**src/ll_apb_pkg.sv**
```systemverilog
`default_nettype none

// APB side of the link sequencer, bus widths and register map
package ll_apb_pkg;

  localparam int unsigned APB_ADDR_WIDTH = 8;
  localparam int unsigned APB_DATA_WIDTH = 32;

  // Register byte offsets
  typedef enum logic [APB_ADDR_WIDTH-1:0] {
    CTRL     = 8'h00,
    DELAY_XZ = 8'h04,
    DELAY_YZ = 8'h08,
    DELAY_X  = 8'h0C,
    STATUS   = 8'h10
  } ll_reg_addr_e;

  // CTRL bits, the online requests
  localparam int unsigned CTRL_TX_ONLINE_BIT = 0;
  localparam int unsigned CTRL_RX_ONLINE_BIT = 1;

  // STATUS bits, read only view of the sequencer
  localparam int unsigned STAT_TX_ONLINE_BIT = 0;
  localparam int unsigned STAT_RX_ONLINE_BIT = 1;
  localparam int unsigned STAT_TX_LOCK_BIT   = 2;

endpackage

`default_nettype wire

```
**src/ll_sync_pkg.sv**
```systemverilog
`default_nettype none

// Link side constants shared by the sequencer and its delay counters
package ll_sync_pkg;

  // Width of the user marker field on the TX side
  localparam int unsigned MARKER_WIDTH = 4;

  // Width of every programmable delay count
  localparam int unsigned DELAY_WIDTH = 8;

  // Zero keeps the one-shot gating in place
  localparam logic PERSISTENT_MARKER = 1'b0;
  localparam logic PERSISTENT_STROBE = 1'b0;

  // Delay counter states
  typedef enum logic [1:0] {
    IDLE     = 2'd0,
    COUNTING = 2'd1,
    DONE     = 2'd2
  } level_delay_state_e;

endpackage

`default_nettype wire
```
**src/ll_sync_top.sv**
```systemverilog
`timescale 1ns/1ps
`default_nettype none

// Link bring-up sequencer with its APB register block
module ll_sync_top import ll_sync_pkg::*, ll_apb_pkg::*; (
  input  logic                      clk_wr,
  input  logic                      rst_wr_n,

  // APB slave
  input  logic [APB_ADDR_WIDTH-1:0] paddr,
  input  logic                      psel,
  input  logic                      penable,
  input  logic                      pwrite,
  input  logic [APB_DATA_WIDTH-1:0] pwdata,
  output logic [APB_DATA_WIDTH-1:0] prdata,
  output logic                      pready,
  output logic                      pslverr,

  // User bits in and gated out
  input  logic [MARKER_WIDTH-1:0]   tx_mrk_userbit,
  input  logic                      tx_stb_userbit,
  output logic [MARKER_WIDTH-1:0]   tx_auto_mrk_userbit,
  output logic                      tx_auto_stb_userbit,

  // Delayed online indications
  output logic                      tx_online_delay,
  output logic                      rx_online_delay
);

  logic                   tx_online;
  logic                   rx_online;
  logic                   tx_lock;
  logic [DELAY_WIDTH-1:0] delay_xz_value;
  logic [DELAY_WIDTH-1:0] delay_yz_value;
  logic [DELAY_WIDTH-1:0] delay_x_value;

  ll_sync_regs ll_sync_regs_i (.*);

  ll_auto_sync ll_auto_sync_i (.*);

endmodule

`default_nettype wire

```
**src/ll_sync_regs.sv**
```systemverilog
`timescale 1ns/1ps
`default_nettype none

// APB register block of the link sequencer
// Zero wait states, errors on unmapped addresses and STATUS writes
module ll_sync_regs import ll_sync_pkg::*, ll_apb_pkg::*; (
  input  logic                      clk_wr,
  input  logic                      rst_wr_n,

  // APB slave
  input  logic [APB_ADDR_WIDTH-1:0] paddr,
  input  logic                      psel,
  input  logic                      penable,
  input  logic                      pwrite,
  input  logic [APB_DATA_WIDTH-1:0] pwdata,
  output logic [APB_DATA_WIDTH-1:0] prdata,
  output logic                      pready,
  output logic                      pslverr,

  // Control towards the sequencer
  output logic                      tx_online,
  output logic                      rx_online,
  output logic [DELAY_WIDTH-1:0]    delay_xz_value,
  output logic [DELAY_WIDTH-1:0]    delay_yz_value,
  output logic [DELAY_WIDTH-1:0]    delay_x_value,

  // Live status from the sequencer
  input  logic                      tx_online_delay,
  input  logic                      rx_online_delay,
  input  logic                      tx_lock
);

  ll_reg_addr_e              reg_addr;
  logic                      access;
  logic                      addr_hit;
  logic                      wr_en;
  logic [APB_DATA_WIDTH-1:0] rdata;

  ////////////////////////////////////////////////////////////////////////////
  // Address decode
  ////////////////////////////////////////////////////////////////////////////

  assign reg_addr = ll_reg_addr_e'(paddr);
  assign access   = psel & penable;

  always_comb begin
    case (reg_addr)
      CTRL, DELAY_XZ, DELAY_YZ, DELAY_X, STATUS: addr_hit = 1'b1;
      default:                                   addr_hit = 1'b0;
    endcase
  end

  // STATUS is read only
  assign pslverr = access & (~addr_hit | (pwrite & (reg_addr == STATUS)));
  assign pready  = 1'b1;
  assign wr_en   = access & pwrite & ~pslverr;

  ////////////////////////////////////////////////////////////////////////////
  // Control and delay registers
  ////////////////////////////////////////////////////////////////////////////

  always_ff @(posedge clk_wr or negedge rst_wr_n) begin
    if (!rst_wr_n) begin
      tx_online      <= 1'b0;
      rx_online      <= 1'b0;
      delay_xz_value <= '0;
      delay_yz_value <= '0;
      delay_x_value  <= '0;
    end else if (wr_en) begin
      case (reg_addr)
        CTRL: begin
          tx_online <= pwdata[CTRL_TX_ONLINE_BIT];
          rx_online <= pwdata[CTRL_RX_ONLINE_BIT];
        end
        DELAY_XZ: delay_xz_value <= pwdata[DELAY_WIDTH-1:0];
        DELAY_YZ: delay_yz_value <= pwdata[DELAY_WIDTH-1:0];
        DELAY_X:  delay_x_value  <= pwdata[DELAY_WIDTH-1:0];
        default:  ;
      endcase
    end
  end

  ////////////////////////////////////////////////////////////////////////////
  // Read mux
  ////////////////////////////////////////////////////////////////////////////

  always_comb begin
    rdata = '0;
    case (reg_addr)
      CTRL: begin
        rdata[CTRL_TX_ONLINE_BIT] = tx_online;
        rdata[CTRL_RX_ONLINE_BIT] = rx_online;
      end
      DELAY_XZ: rdata[DELAY_WIDTH-1:0] = delay_xz_value;
      DELAY_YZ: rdata[DELAY_WIDTH-1:0] = delay_yz_value;
      DELAY_X:  rdata[DELAY_WIDTH-1:0] = delay_x_value;
      STATUS: begin
        rdata[STAT_TX_ONLINE_BIT] = tx_online_delay;
        rdata[STAT_RX_ONLINE_BIT] = rx_online_delay;
        rdata[STAT_TX_LOCK_BIT]   = tx_lock;
      end
      default: rdata = '0;
    endcase
  end

  // Only driven in the access phase, unmapped reads fall out as zero
  assign prdata = access ? rdata : '0;

endmodule

`default_nettype wire

```
**src/ll_auto_sync.sv**
```systemverilog
`timescale 1ns/1ps
`default_nettype none

// Link bring-up sequencer
// TX online goes through two delay stages, RX online through one
// User marker and strobe are gated while the link comes up
module ll_auto_sync import ll_sync_pkg::*; (
  input  logic                    clk_wr,
  input  logic                    rst_wr_n,

  // TX online request and its two stage delays
  input  logic                    tx_online,
  input  logic [DELAY_WIDTH-1:0]  delay_xz_value,
  input  logic [DELAY_WIDTH-1:0]  delay_yz_value,
  output logic                    tx_lock,
  output logic                    tx_online_delay,

  // User marker and strobe, raw and gated
  input  logic [MARKER_WIDTH-1:0] tx_mrk_userbit,
  input  logic                    tx_stb_userbit,
  output logic [MARKER_WIDTH-1:0] tx_auto_mrk_userbit,
  output logic                    tx_auto_stb_userbit,

  // RX online request and its delay
  input  logic                    rx_online,
  input  logic [DELAY_WIDTH-1:0]  delay_x_value,
  output logic                    rx_online_delay
);

  ////////////////////////////////////////////////////////////////////////////
  // TX stage one, word-marker lock after X+Z
  ////////////////////////////////////////////////////////////////////////////

  // Far side needs X cycles to lock onto the word marker, Z is margin
  level_delay level_delay_xz (
    .clk_wr      (clk_wr),
    .rst_wr_n    (rst_wr_n),
    .enable      (tx_online),
    .delay_value (delay_xz_value),
    .delayed_en  (tx_lock)
  );

  ////////////////////////////////////////////////////////////////////////////
  // TX stage two, channel alignment after Y+Z
  ////////////////////////////////////////////////////////////////////////////

  // Starts only once the lock stage is up
  // Its output is the go for real traffic
  level_delay level_delay_yz (
    .clk_wr      (clk_wr),
    .rst_wr_n    (rst_wr_n),
    .enable      (tx_lock),
    .delay_value (delay_yz_value),
    .delayed_en  (tx_online_delay)
  );

  ////////////////////////////////////////////////////////////////////////////
  // Marker tracking after lock
  ////////////////////////////////////////////////////////////////////////////

  logic mrk_seen;
  logic first_marker;
  logic second_marker;

  // Any nonzero marker word counts as a marker
  assign mrk_seen = |tx_mrk_userbit;

  // First marker word seen since lock
  always_ff @(posedge clk_wr or negedge rst_wr_n) begin
    if (!rst_wr_n) begin
      first_marker <= 1'b0;
    end else if (!tx_lock) begin
      first_marker <= 1'b0;
    end else if (mrk_seen) begin
      first_marker <= 1'b1;
    end
  end

  // Second marker word, closes the strobe window
  always_ff @(posedge clk_wr or negedge rst_wr_n) begin
    if (!rst_wr_n) begin
      second_marker <= 1'b0;
    end else if (!first_marker) begin
      second_marker <= 1'b0;
    end else if (mrk_seen) begin
      second_marker <= 1'b1;
    end
  end

  ////////////////////////////////////////////////////////////////////////////
  // User bit gating
  ////////////////////////////////////////////////////////////////////////////

  // Markers pass until the first one after lock has gone out
  assign tx_auto_mrk_userbit = PERSISTENT_MARKER ? tx_mrk_userbit
                             : (tx_mrk_userbit & {MARKER_WIDTH{~first_marker}});

  // One strobe window between first and second marker
  // Needed by the asymmetric gearbox on the far side
  assign tx_auto_stb_userbit = PERSISTENT_STROBE ? tx_stb_userbit
                             : (tx_stb_userbit & first_marker & ~second_marker);

  ////////////////////////////////////////////////////////////////////////////
  // RX online after X
  ////////////////////////////////////////////////////////////////////////////

  level_delay level_delay_x (
    .clk_wr      (clk_wr),
    .rst_wr_n    (rst_wr_n),
    .enable      (rx_online),
    .delay_value (delay_x_value),
    .delayed_en  (rx_online_delay)
  );

endmodule

`default_nettype wire

```
**src/level_delay.sv**
```systemverilog
`timescale 1ns/1ps
`default_nettype none

// Passes an enable level on after it has been held for delay_value cycles
module level_delay import ll_sync_pkg::*; (
  input  logic                   clk_wr,
  input  logic                   rst_wr_n,
  input  logic                   enable,
  input  logic [DELAY_WIDTH-1:0] delay_value,
  output logic                   delayed_en
);

  level_delay_state_e     state;
  logic [DELAY_WIDTH-1:0] count;

  // A low enable always drops straight back to IDLE
  // Count starts at 1 on the first high sample so a zero delay lands in DONE at once
  always_ff @(posedge clk_wr or negedge rst_wr_n) begin
    if (!rst_wr_n) begin
      state <= IDLE;
      count <= '0;
    end else if (!enable) begin
      state <= IDLE;
      count <= '0;
    end else begin
      case (state)
        IDLE: begin
          count <= DELAY_WIDTH'(1);
          state <= (delay_value == '0) ? DONE : COUNTING;
        end
        COUNTING: begin
          // Greater-or-equal covers a delay reprogrammed below the running count
          if (count >= delay_value) begin
            state <= DONE;
          end else begin
            count <= count + DELAY_WIDTH'(1);
          end
        end
        DONE:    state <= DONE;
        default: state <= IDLE;
      endcase
    end
  end

  assign delayed_en = (state == DONE);

endmodule

`default_nettype wire

```
**config.mk**
```make
export PLATFORM = sky130hd
export DESIGN_NAME = ll_sync_top
export DESIGN_NICKNAME = d
export VERILOG_FILES = /design/src/ll_apb_pkg.sv /design/src/ll_sync_pkg.sv /design/src/ll_sync_top.sv /design/src/ll_sync_regs.sv /design/src/ll_auto_sync.sv /design/src/level_delay.sv
export SDC_FILE = /design/constraint.sdc
export NUM_CORES = 1
export LEC_CHECK = 0
export ABC_AREA = 1
export BUFFER_PORTS_ARGS = -buffer_cell sky130_fd_sc_hd__buf_4
export CAP_MARGIN = 20
export CORE_MARGIN = 5
export CORE_UTILIZATION = 41
export DETAILED_ROUTE_END_ITERATION = 6
export PLACE_DENSITY = 0.63
export SYNTH_ARGS = -nofsm -noshare
export SYNTH_HDL_FRONTEND = slang
export SYNTH_SLANG_ARGS = --single-unit
export TNS_END_PERCENT = 5
```
**constraint.sdc**
```tcl
create_clock -name clk_wr -period 5.2 [get_ports clk_wr]
set_clock_uncertainty 0.05 [all_clocks]
set_input_delay 0.26 -clock clk_wr [delete_from_list [all_inputs] [get_ports clk_wr]]
set_output_delay 0.26 -clock clk_wr [all_outputs]
set_load 0.05 [all_outputs]
```
* After elaboration in Yosys (flattened, before gate mapping) *
Cells that the tools add are included.

storage, ports and cells
  flip-flop bits (word level) = 58
  input bits = 50
  output and inout port bits = 41
  word-level logic and storage cells = 98

cells by class
  add/subtract/negate cells = 3
  order comparisons = 3
  equal/unequal tests = 21
  mux-type cells = 29
  bitwise operators = 13
  reductions and logical operators = 16

operators with widths
  kind                                                  count
  two-way mux 8 bit                                     7
  case mux 8 bit (2 select lines)                       3
  logical NOT 8 bit                                     4
  adder 8 x 1 -> 8 bit (second input constant)          3
  greater-or-equal comparator 8 bit                     3
  two-way mux 2 bit                                     9
  != test 3 bit (second input constant)                 6
  case mux 2 bit (3 select lines)                       3
  equality test 8 x 4 -> 1 bit (second input constant)  2
  case mux 5 bit (3 select lines)                       1
  AND reduction 2 bit                                   7
  case mux 2 bit (5 select lines)                       1
  != test 3 x 1 -> 1 bit (second input constant)        3
  equality test 8 x 3 -> 1 bit (second input constant)  1
  equality test 8 x 5 -> 1 bit (second input constant)  1
  bitwise AND 1 bit                                     7
  equality test 2 x 1 -> 1 bit (second input constant)  3
  equality test 2 bit (second input constant)           3
  logical NOT 2 bit                                     3
  OR reduction 5 bit                                    1
  bitwise AND 4 bit                                     1
  two-way mux 1 bit                                     4
  != test 2 x 1 -> 1 bit (second input constant)        2
  inverter 1 bit                                        4
  other kinds (3)                                       3

* Depth between registers and ports, before layout *
Gate-level depths: netlist of the first run.

  depth after elaboration = 9
  gate-level depth with buffers = 14
  depth with buffers taken out = 14

* Cells and area by module *
A second synthesis of the first run with hierarchy kept.

second synthesis, totals
  cells, all modules = 634
  area total of the unflattened synthesis = 4,524.3 µm²

modules (own cells, without submodules)
  module        times used  cells an instance  area an instance (µm²)
  level_delay   3           128                909.6
  ll_sync_regs  1           228                1,667.8
  ll_auto_sync  1           22                 127.6

* Least setup slack after synthesis of the first run *
Ideal clock, no wire load.

  path kind = register -> output
  start point = register ll_auto_sync_i.level_delay_x.state[0]
  end point = output prdata[1]
  arrival = 1.890 ns
  required time = 4.890 ns
  path slack = 3.000 ns
  cell stages (with the launch flop) = 7
  path through = dfrtp_1 > inv_1 > ha_1 > inv_1 > o211ai_1 > nor2_1 > nor2_1

on the way
  longest elaborated chain between the ends = 3

ends and longest elaborated chain
  element                          RTL line             RTL
  from (decl)                      level_delay.sv:13    level_delay_state_e state;
  from (signal assigned)           level_delay.sv:29    state <= (delay_value == '0) ? DONE : COUNTING;
  equality test 2 bit              level_delay.sv:45    assign delayed_en = (state == DONE);
  named net rx_online_delay        ll_sync_top.sv:27    output logic rx_online_delay
  case mux 2 bit (5 select lines)  ll_sync_regs.sv:89   case (reg_addr)
  two-way mux 8 bit                ll_sync_regs.sv:107  assign prdata = access ? rdata : '0;
  to (decl)                        ll_sync_top.sv:15    output logic [APB_DATA_WIDTH-1:0] prdata,

The timed path passes the listed nets, and every way through them passes these cells.

* Worst setup path in the final report of the first run *
  start point = register ll_auto_sync_i.level_delay_yz.count[3]
  end point = register ll_auto_sync_i.level_delay_yz.count[4]

on the way
  longest elaborated chain between the ends = 4
  elaborated cells between the ends (all ways) = 7
  those cells by class = 1 x add/sub; 1 x order compare; 1 x eq/ne; 3 x mux; 1 x reduce/logical

ends and longest elaborated chain
  element                          RTL line           RTL
  from (decl)                      level_delay.sv:14  logic [DELAY_WIDTH-1:0] count;
  from (signal assigned)           level_delay.sv:36  count <= count + DELAY_WIDTH'(1);
  adder 8 x 1 -> 8 bit             level_delay.sv:36
  two-way mux 8 bit                level_delay.sv:33  if (count >= delay_value) begin
  case mux 8 bit (2 select lines)  level_delay.sv:26  case (state)
  two-way mux 8 bit                level_delay.sv:22  end else if (!enable) begin

Several ways; a longest one is shown, not always the timed one. The select of a mux whose other input is x is not followed.
A chain may end at the register's enable or synchronous reset.

==> metrics list, run 1 <==
- TritonCTS clock tree: built
* Maximum root-to-sink buffer count: 2
- Traced cell by cell, the critical path runs through ha_1 > a21oi_1 > o21ai_0 > nand2_1 > nand4_1 > nand2_1 > nand2_1 > nand2_1.
- Min setup slack post-route: between 3 and 4 ns
- Counting cells, the worst reg-to-reg path comes to 8.
- Non-filler instance count after layout: just under 800
- First-pass GRT wire length: between 15,000 and 20,000 µm
- Type of destination of the critical path: flip-flop
* Result of the run: completed
* Starting utilization of the core area: 41.84%
* Combinational family with the most area after synthesis: simple AND/OR/NAND/NOR gates
* Power dissipated by switching net loads: approximately 660 µW
- Synthesis produced a netlist whose cell count is 600.
- Resized cells post-CTS: 0
- The via count of the first global-routing pass came to about 3,700.
- Before CTS, the worst setup slack after placement is roughly 3.0 ns.
- Clock slew seen by the registers of the worst setup and hold paths: ~0.07 ns
- The number of pins with negative max-slew slack in the final report was 0.
- Final wirelength: a little under 10,000 µm
- The share of total power dissipated in combinational logic is 37.7%.
* CP max stage cell: sky130_fd_sc_hd__dfrtp_1
- Power per cell area: approximately 330 nW/µm²
- Maximum operating frequency: roughly 460 MHz
- The number of antenna diodes in the final layout is 0.
- The number of hold violations in the final report came to 0.
* Unrepaired setup endpoints after global routing: false
* Post-synth design cell area: 4280 µm²
* Worst reg2reg path endpoint: ll_auto_sync_i.level_delay_yz.count[4]
- Compound-cell area share of the yosys netlist: under 10%
- For the worst setup path, the data arrival time is around 2.4 ns.
* Async set-or-reset flop fraction in the synthesized netlist: 100.0%
- Fill cell count: 1,036
* Post-placement cell count: 771
- After the last flow step, the layout net total stands at around 740.
- Final cell utilization of the core: about 47%
- Counting instances, the worst hold path has a depth of 3.
- The library cells used most frequently in the layout, excluding fill and tap cells, are 169 x sky130_fd_sc_hd__nand2_1, 89 x sky130_fd_sc_hd__inv_1, 61 x sky130_fd_sc_hd__nor2_1, 58 x sky130_fd_sc_hd__dfrtp_1, 44 x sky130_fd_sc_hd__nand3_1.
* Post-route clock period utilization: a little over two fifths
- 91 I/O pins were placed.
* Overall overflow remaining after global route: 0
- Average routed wire per standard cell: 12.32 µm
* Worst path max stage delay: ~0.45 ns
* Via Count: 3,771
* Number of setup violations in the final report: 0
* Highest fanout seen on the critical path: 12
- Startpoint of the most critical register-to-register path: ll_auto_sync_i.level_delay_yz.count[3]
* Initial DRT Pass Iterations: 4
* Root buffer selected by CTS: sky130_fd_sc_hd__clkbuf_8
- R2R setup slack: 3.01 ns
* Iteration-0 DRC count of the detailed router: between 200 and 250
* Sequential Power Share: approximately 36%
* Share of cells above drive strength 1: around 11%
* Core Region: roughly 10,000 µm²
* Initial antenna violation count: 0
- Leading cell type in the layout, fill and taps excluded: sky130_fd_sc_hd__nand2_1
- WHS Endpoint: ll_sync_regs_i.delay_yz_value[5]
- Critical setup path kind: flip-flop to flip-flop
* CP required: approximately 5.4 ns
* Share of synthesized area spent on multiplexers: 0%
- In this run the post-CTS setup repair buffer count came out at 0.
- VDD IR-drop max: about 0.21 mV
- Global routing used 15.95% of the available tracks across all layers.
* Syn avg cell area: about 7.1 µm²
- Routability-driven placement finished with a final weighted congestion of slightly above 0.8.
- The worst hold path begins at pwdata[5].
* Post-synthesis simple-gate area fraction: 32.04%
- Post-Synth Adder-Cell Area: 11.40%
- Cell-internal power: approximately 920 µW
* Largest net degree at the start of global routing: between 50 and 60
- Max-slew headroom at the worst pin: 48.25%
* Leading register cell type out of synthesis: sky130_fd_sc_hd__dfrtp_1
- STA classifies the critical path startpoint as a flip-flop.
- In this run the number of H-tree levels came out at 3.
- Switching portion of total power: a little over two fifths
* Xor/xnor cell area share of the yosys netlist: under 10%
- Antenna-violating nets left: 0
* Max-cap violations: 0
- The die covers around 13,000 µm².
- Number of sinks on the clock net: 58
- Counting flops with a built-in enable in the synthesized netlist gives 0.
* Site row count: 37
* Syn-to-layout area delta: 12.80%
- Post-detailed-route DRC marker count: 0
- From left edge to right edge, the die measures around 110 µm.
* Syn. warnings: 0
* Path type of the worst min-delay path: primary input to flip-flop
* Yosys cell types: 31
* Transition at the pin with the smallest max-transition slack: 0.7763 ns
* TNS Setup: 0 ns
- After synthesis, flip-flops and latches occupy 33.91% of the total area.
- Flops & latches, synth: 58
- Vias per inst: 4.798
- Period minus WS final: 2.193 ns
- In this design, the critical path's most frequently occurring cell is sky130_fd_sc_hd__nand2_1.
* Clock buffer count from CTS: 9
- Input and output buffers added on the ports amount to 41.
- Leakage Power: around 0.0026 µW
* Clock latency reported for the late side of the worst-skew pair: about 0.33 ns
- Detail Placement HPWL: roughly 7500 µm
- Measured along the y axis, the die boundary spans between 100 and 150 µm.
- Clock Power Share: a little over a quarter
==> state kept, by name, summed over array words and instances (netlist names) <==
register                             count
ll_auto_sync_i.level_delay_xz.state      2
ll_auto_sync_i.first_marker              1
ll_sync_regs_i.tx_online                 1
ll_sync_regs_i.rx_online                 1
ll_sync_regs_i.delay_x_value             8
ll_auto_sync_i.level_delay_yz.state      2
ll_sync_regs_i.delay_xz_value            8
ll_auto_sync_i.level_delay_xz.count      8
ll_auto_sync_i.level_delay_yz.count      8
ll_auto_sync_i.second_marker             1
ll_sync_regs_i.delay_yz_value            8
ll_auto_sync_i.level_delay_x.state       2
ll_auto_sync_i.level_delay_x.count       8
==> final cells by class <==
class	count	area (µm²)	area share, %
flip-flops and latches	58	1451	30.06
repair buffers	42	317.8	6.582
inverters	90	337.8	6.997
multi-input cells	446	2360	48.87
clock inverters	3	40.04	0.8292
well taps	136	170.2	3.524
clock buffers	11	151.4	3.136
==> kinds of logic (layout without fill, tap and decap cells) <==
logic type                 after synthesis  in the layout
and+or+nand+nor                        311            311
xor gates and xnor gates                 5              5
AOI/OAI and AO/OA                       66             66
adders and majority gates               39             39
DFF                                     58             58
buffers and inverters                  119            146
other                                    2             25
==> per-stage QoR <==
stage / total power [µW] / hold slack, ns / cell area, µm²
CTS: 1596 / 0.09364 / 4828
finish: 1578 / 0.1022 / 4828
floorplan: 1017 / -0.08559 / 4367
detailed placement: 1169 / 0.3485 / 4627
global placement: 1145 / 0.3382 / 4627
global route: 1703 / 0.1089 / 4828
==> per-layer routing <==
metal,vias up,part of all wire [%],GRT usage (%)
met5,-,0,0
met4,0,0.93,4.087
met3,9,5.3,3.558
met2,81,46,26.02
met1,1727,48,21.48
li1,1954,-,-
==> critical path: cells and delay by family, from the launching register on <==
family | cells | cell delay [ns]
fa+ha+maj | 1 | 0.33
compound gates | 2 | 0.25
flops | 1 | 0.45
simple gates | 5 | 1.06
==> power groups by stage <==
stage	clock, µW	sequential [µW]	combinational [µW]
floorplan	0	554	463
global placement	0	567	579
CTS	432	561	603
finish	420	562	596
global route	449	573	681
detailed placement	0	569	600
==> Yosys cell counts, types with 2 or more instances <==
cell type	instances	area, µm²
sky130_fd_sc_hd__nand2_1	169	634.4
sky130_fd_sc_hd__inv_1	89	334.1
sky130_fd_sc_hd__nor2_1	61	229.0
sky130_fd_sc_hd__dfrtp_1	58	1451
sky130_fd_sc_hd__nand3_1	44	220.2
sky130_fd_sc_hd__ha_1	39	488.0
sky130_fd_sc_hd__o21ai_0	33	165.2
sky130_fd_sc_hd__buf_4	27	202.7
sky130_fd_sc_hd__a21oi_1	19	95.09
sky130_fd_sc_hd__nand4_1	17	106.4
sky130_fd_sc_hd__o211ai_1	6	45.04
sky130_fd_sc_hd__nor2_4	5	56.30
sky130_fd_sc_hd__nor3_1	5	25.02
sky130_fd_sc_hd__a21o_1	3	22.52
sky130_fd_sc_hd__nand2_2	3	18.77
sky130_fd_sc_hd__xnor2_1	3	26.28
sky130_fd_sc_hd__conb_1	2	7.510
sky130_fd_sc_hd__o21ai_1	2	10.01
sky130_fd_sc_hd__o21ai_2	2	17.52
sky130_fd_sc_hd__xor2_1	2	17.52
==> worst max-delay path by stage <==
stage                                                 startpoint                                endpoint  slack [ns]  cells past startpoint
final                     ll_auto_sync_i.level_delay_yz.count[3]  ll_auto_sync_i.level_delay_yz.count[4]        3.01                      8
after global routing       ll_auto_sync_i.level_delay_x.count[7]   ll_auto_sync_i.level_delay_x.count[0]        2.74                     10
after CTS                 ll_auto_sync_i.level_delay_yz.count[3]  ll_auto_sync_i.level_delay_yz.count[7]        3.00                      8
after detailed placement  ll_auto_sync_i.level_delay_yz.count[3]  ll_auto_sync_i.level_delay_yz.count[4]        3.03                      8
after global placement          ll_sync_regs_i.delay_yz_value[7]  ll_auto_sync_i.level_delay_yz.count[7]        3.07                      8
after floorplan            ll_auto_sync_i.level_delay_x.state[0]                               prdata[1]        3.00                      6
==> what timing repair did <==
action,4_1_cts,5_1_grt
hold buffers,1,0
setup endpoints to repair,0,0
endpoints found under the hold margin,46,0
No activity file was read; power rests on OpenSTA's default activity.
==> inputs of run 2 (changes only) <==
--- a/config.mk
+++ b/config.mk
@@ -5,7 +5,7 @@
 export SDC_FILE = /design/constraint.sdc
 export NUM_CORES = 1
 export LEC_CHECK = 0
-export ABC_AREA = 1
+export ABC_AREA = 0
 export BUFFER_PORTS_ARGS = -buffer_cell sky130_fd_sc_hd__buf_4
 export CAP_MARGIN = 20
 export CORE_MARGIN = 5
==> constraint.sdc (replaced) <==
create_clock -name clk_wr -period 2.1 [get_ports clk_wr]
set_clock_uncertainty 0.05 [all_clocks]
set_input_delay 0.105 -clock clk_wr [delete_from_list [all_inputs] [get_ports clk_wr]]
set_output_delay 0.105 -clock clk_wr [all_outputs]
set_load 0.05 [all_outputs]
==> run 2 against run 1 <==
Net effect:
- via count fell by 5.2%
- first-iteration DRC count fell by 27%
- cell area up 7.4%
- critical endpoint is now ll_auto_sync_i.level_delay_xz.state[1]
- largest cell class unchanged
==> metrics list, run 2 <==
- Post-route clock period utilization: a little over nine tenths
* Number of cells on the worst hold path: 3
* Leakage Power: 0.002457 µW
- At the end of routability-driven placement, the weighted congestion stood at just under 0.9.
* IO Port Bufs: just over 40
- Critical setup path kind: flip-flop to flip-flop
- The top cell type by area accounts for 34.38% of the synthesized area.
- Commonest cells after routing, fill and taps aside: 79 x sky130_fd_sc_hd__buf_4, 58 x sky130_fd_sc_hd__dfrtp_1, 41 x sky130_fd_sc_hd__inv_1, 37 x sky130_fd_sc_hd__ha_1, 29 x sky130_fd_sc_hd__nand2_1
- Across the run, the number of max-cap violations was 0.
- Multi-input logic area: 2517 µm²
* Path type of the worst min-delay path: primary input to flip-flop
- Sequential-to-total area share from yosys stat: around 34%
* Fill cell count: 950
- Result of the run: completed
- Die X: roughly 110 µm
- Number of pins with negative max-slew slack in the final report: 0
- CTS saw 58 sinks.
- Relative contribution of combinational cells to total power: 14.3%
- Number of global-route vias before repair: around 3,500
- Sorting the synthesized cells by how often they occur yields 58 x sky130_fd_sc_hd__dfrtp_1, 41 x sky130_fd_sc_hd__inv_1, 39 x sky130_fd_sc_hd__ha_1.
- Type of element launching the critical path: flip-flop
* Post-Place Cell Area: between 4000 and 5000 µm²
- Async set-or-reset flop fraction in the synthesized netlist: 100.0%
- From bottom edge to top edge, the die measures around 110 µm.
* Initial antenna violation count: 0
* Iteration-0 DRC count of the detailed router: around 150
- Number of setup violations in the final report: 0
- Cell types with the largest area share after synthesis: sky130_fd_sc_hd__dfrtp_1 34%, sky130_fd_sc_hd__ha_1 12%, sky130_fd_sc_hd__mux2_2 5.3%
* Largest net degree at the start of global routing: 59
* Cell-internal power: about 1900 µW
- Starting utilization of the core area: 41.45%
- Crit-path leading delay family: compound AO/OA/AOI/OAI gates
- Synthesis produced a netlist whose cell count is 448.
- The critical path goes through inv_1 > ha_1 > or3b_1 > o2111ai_1 > a41oi_1 > o21ai_0 > a21boi_0.
* Post-synth design cell area: around 4200 µm²
* Core Region: 10,180 µm²
- Flops & latches, synth: slightly below 60
* Overall overflow remaining after global route: 0
- Clock Power Share: approximately two fifths
* Sequential cell area: approximately 1500 µm²
- At the end of the flow the core is filled with cells to between 50% and 60%.
* DIE AREA: roughly 12,000 µm²
* Syn avg cell area: around 9.4 µm²
* CTS H-tree depth: 3
- Average routed wire per standard cell: around 15 µm
- Setup repair after global routing could not meet its margin everywhere.
* Leading cell type in the layout, fill and taps excluded: sky130_fd_sc_hd__buf_4
- Once layout is done, the placed cells without fillers occupy a little over 5000 µm².
- The number of buffers and inverters on the critical path is 1.
- Final wirelength: approximately 10,000 µm
- Clock slew seen by the registers of the worst setup and hold paths: 0.07 ns
* Site row count: 37
* Number of inserted diodes: 0
- Compared with the post-synthesis result, the final layout area differs by 22.82%.
* Transition at the pin with the smallest max-transition slack: ~0.77 ns
* Power per cell area: roughly 490 nW/µm²
- Sequential Power Share: between 40% and 50%
- On the worst path, the slowest cell contributes a delay of approximately 0.4 ns.
- In the routed design, unresolved DRC markers number 0.
- During synthesis, Yosys emitted a total of 0 warnings.
- Clock buffer count from CTS: 9
- The worst register-to-register path has a depth of 7.
- On the critical path, the stage with the largest delay is an instance of sky130_fd_sc_hd__dfrtp_1.
* Number of flops mapped to enable cells by yosys: 0
- The largest total area in the synthesized netlist belongs to sky130_fd_sc_hd__dfrtp_1.
- After layout, the minimum clock period comes to roughly 2.1 ns.
* Vias per inst: roughly 5.3
- Type of destination of the critical path: flip-flop
- TritonCTS built the clock tree.
- The number of hold violations in the final report is 0.
* CP required: roughly 2.3 ns
* Max-slew headroom at the worst pin: roughly 49%
- Initial DRT Pass Iterations: 4
- In this run the remaining antenna-violating nets after routing total 0.
- Maximum root-to-sink buffer count: 2
- Highest fanout seen on the critical path: 5
- Top-count cell post-synth: sky130_fd_sc_hd__dfrtp_1
* First-pass GRT wire length: 17,080 µm
- The most used flip-flop cell after synthesis is sky130_fd_sc_hd__dfrtp_1.
- Across all layers, the routed design uses between 3,000 and 4,000 vias.
- Switching portion of total power: 27.49%
- Root buffer selected by CTS: sky130_fd_sc_hd__clkbuf_8
* Share of cells above drive strength 1: between 20% and 30%
* Overall fraction of global-route tracks in use: about 17%
* Final #Nets: between 600 and 700
* Clock latency reported for the late side of the worst-skew pair: between 0.3 and 0.4 ns
* Total I/O pin count: between 90 and 100
* Maximum operating frequency: 483.6 MHz
* Yosys cell types: 54
- Power dissipated by switching net loads: just over 700 µW
- Number of stages on the worst setup path: 7
* Arrival time reported for the critical path endpoint: approximately 2.2 ns
- The worst-case IR drop observed on VDD is ~0.24 mV.
* Detail Placement HPWL: around 7800 µm
-- run 2: changes by cell type in the layout (fill, tap and decap cells not counted), moves of 10 or more --
cell and delta:
sky130_fd_sc_hd__a21oi_1 -10, sky130_fd_sc_hd__buf_4 +38, sky130_fd_sc_hd__inv_1 -48, sky130_fd_sc_hd__mux2_2 +20, sky130_fd_sc_hd__nand2_1 -140, sky130_fd_sc_hd__nand3_1 -28
sky130_fd_sc_hd__nor2_1 -37, sky130_fd_sc_hd__o21ai_0 -14
-- run 2: repair_timing --
item	CTS	global route
pin swaps	0	1
gates resized for setup	2	13
endpoints found under the setup margin	3	23
endpoints found under the hold margin	84	0
setup buffers	0	0
hold buffers	9	0
-- run 2: worst min-delay path, stage by stage --
cell and delay [ns]:
sky130_fd_sc_hd__buf_4 0.08, sky130_fd_sc_hd__or4_1 0.11, sky130_fd_sc_hd__o21a_1 0.10
-- run 2: power by group through the flow --
stage               Combinational (µW)  Sequential, µW  Clock [µW]
floorplan                          259            1160           0
global placement                   343            1160           0
detailed placement                 347            1160           0
CTS                                362            1140        1090
global route                       398            1140        1130
finish                             366            1140        1060
-- run 2: worst paths after layout --
path / start / end / slack, ns
setup / recovery: ll_auto_sync_i.level_delay_xz.count[0] / ll_auto_sync_i.level_delay_xz.state[1] / 0.03
hold / removal: tx_mrk_userbit[3] / ll_auto_sync_i.first_marker / 0.03
setup reg to reg: ll_auto_sync_i.level_delay_xz.count[0] / ll_auto_sync_i.level_delay_xz.state[1] / 0.03
hold reg to reg: ll_auto_sync_i.second_marker / ll_auto_sync_i.second_marker / 0.46
max in group asynchronous: rst_wr_n / ll_auto_sync_i.level_delay_x.count[6] / 1.17
min in group asynchronous: rst_wr_n / ll_sync_regs_i.tx_online / 0.30
-- run 2: layout make-up --
class / count / area share (%)
Tap cell: 136 / 3.282
Timing Repair Buffer: 89 / 13.39
Multi-Input combinational cell: 335 / 48.55
Clock buffer: 14 / 3.137
Clock inverter: 2 / 0.6757
Sequential cell: 58 / 27.99
Inverter: 41 / 2.968
-- run 2: kinds of logic after synthesis --
kind of cell / count (synthesis) / synth area share (%)
AND/OR/NAND/NOR: 142 / 19.12
AO/OA/AOI/OAI: 96 / 15.74
buffers and inverters: 78 / 9.662
flip-flops: 58 / 34.38
adder cells (fa/ha/maj): 39 / 11.56
multiplexers: 33 / 9.366
other: 2 / 0.1779
-- run 2: per-layer routing --
| metal | track usage [%] | routed length [µm] |
|---|---|---|
| met1 | 22.99 | 4893 |
| met2 | 25.93 | 4693 |
| met3 | 4.076 | 526 |
| met4 | 6.650 | 209 |
| met5 | 0 | 0 |
-- run 2: through the flow --
stage / setup slack (ns) / total power [µW] / TNS (ns) / cells / hold WS [ns]
5_1_grt: -0.06181 / 2664 / -0.2813 / 675 / 0.04160
6_report: 0.03206 / 2561 / 0 / 675 / 0.02774
3_3_place_gp: 0.04778 / 1500 / 0 / 650 / 0.1737
4_1_cts: 0.03385 / 2583 / 0 / 675 / 0.01939
2_1_floorplan: -0.04888 / 1414 / -0.04888 / 471 / -0.2406
3_5_place_dp: -0.01826 / 1504 / -0.01826 / 650 / 0.1827
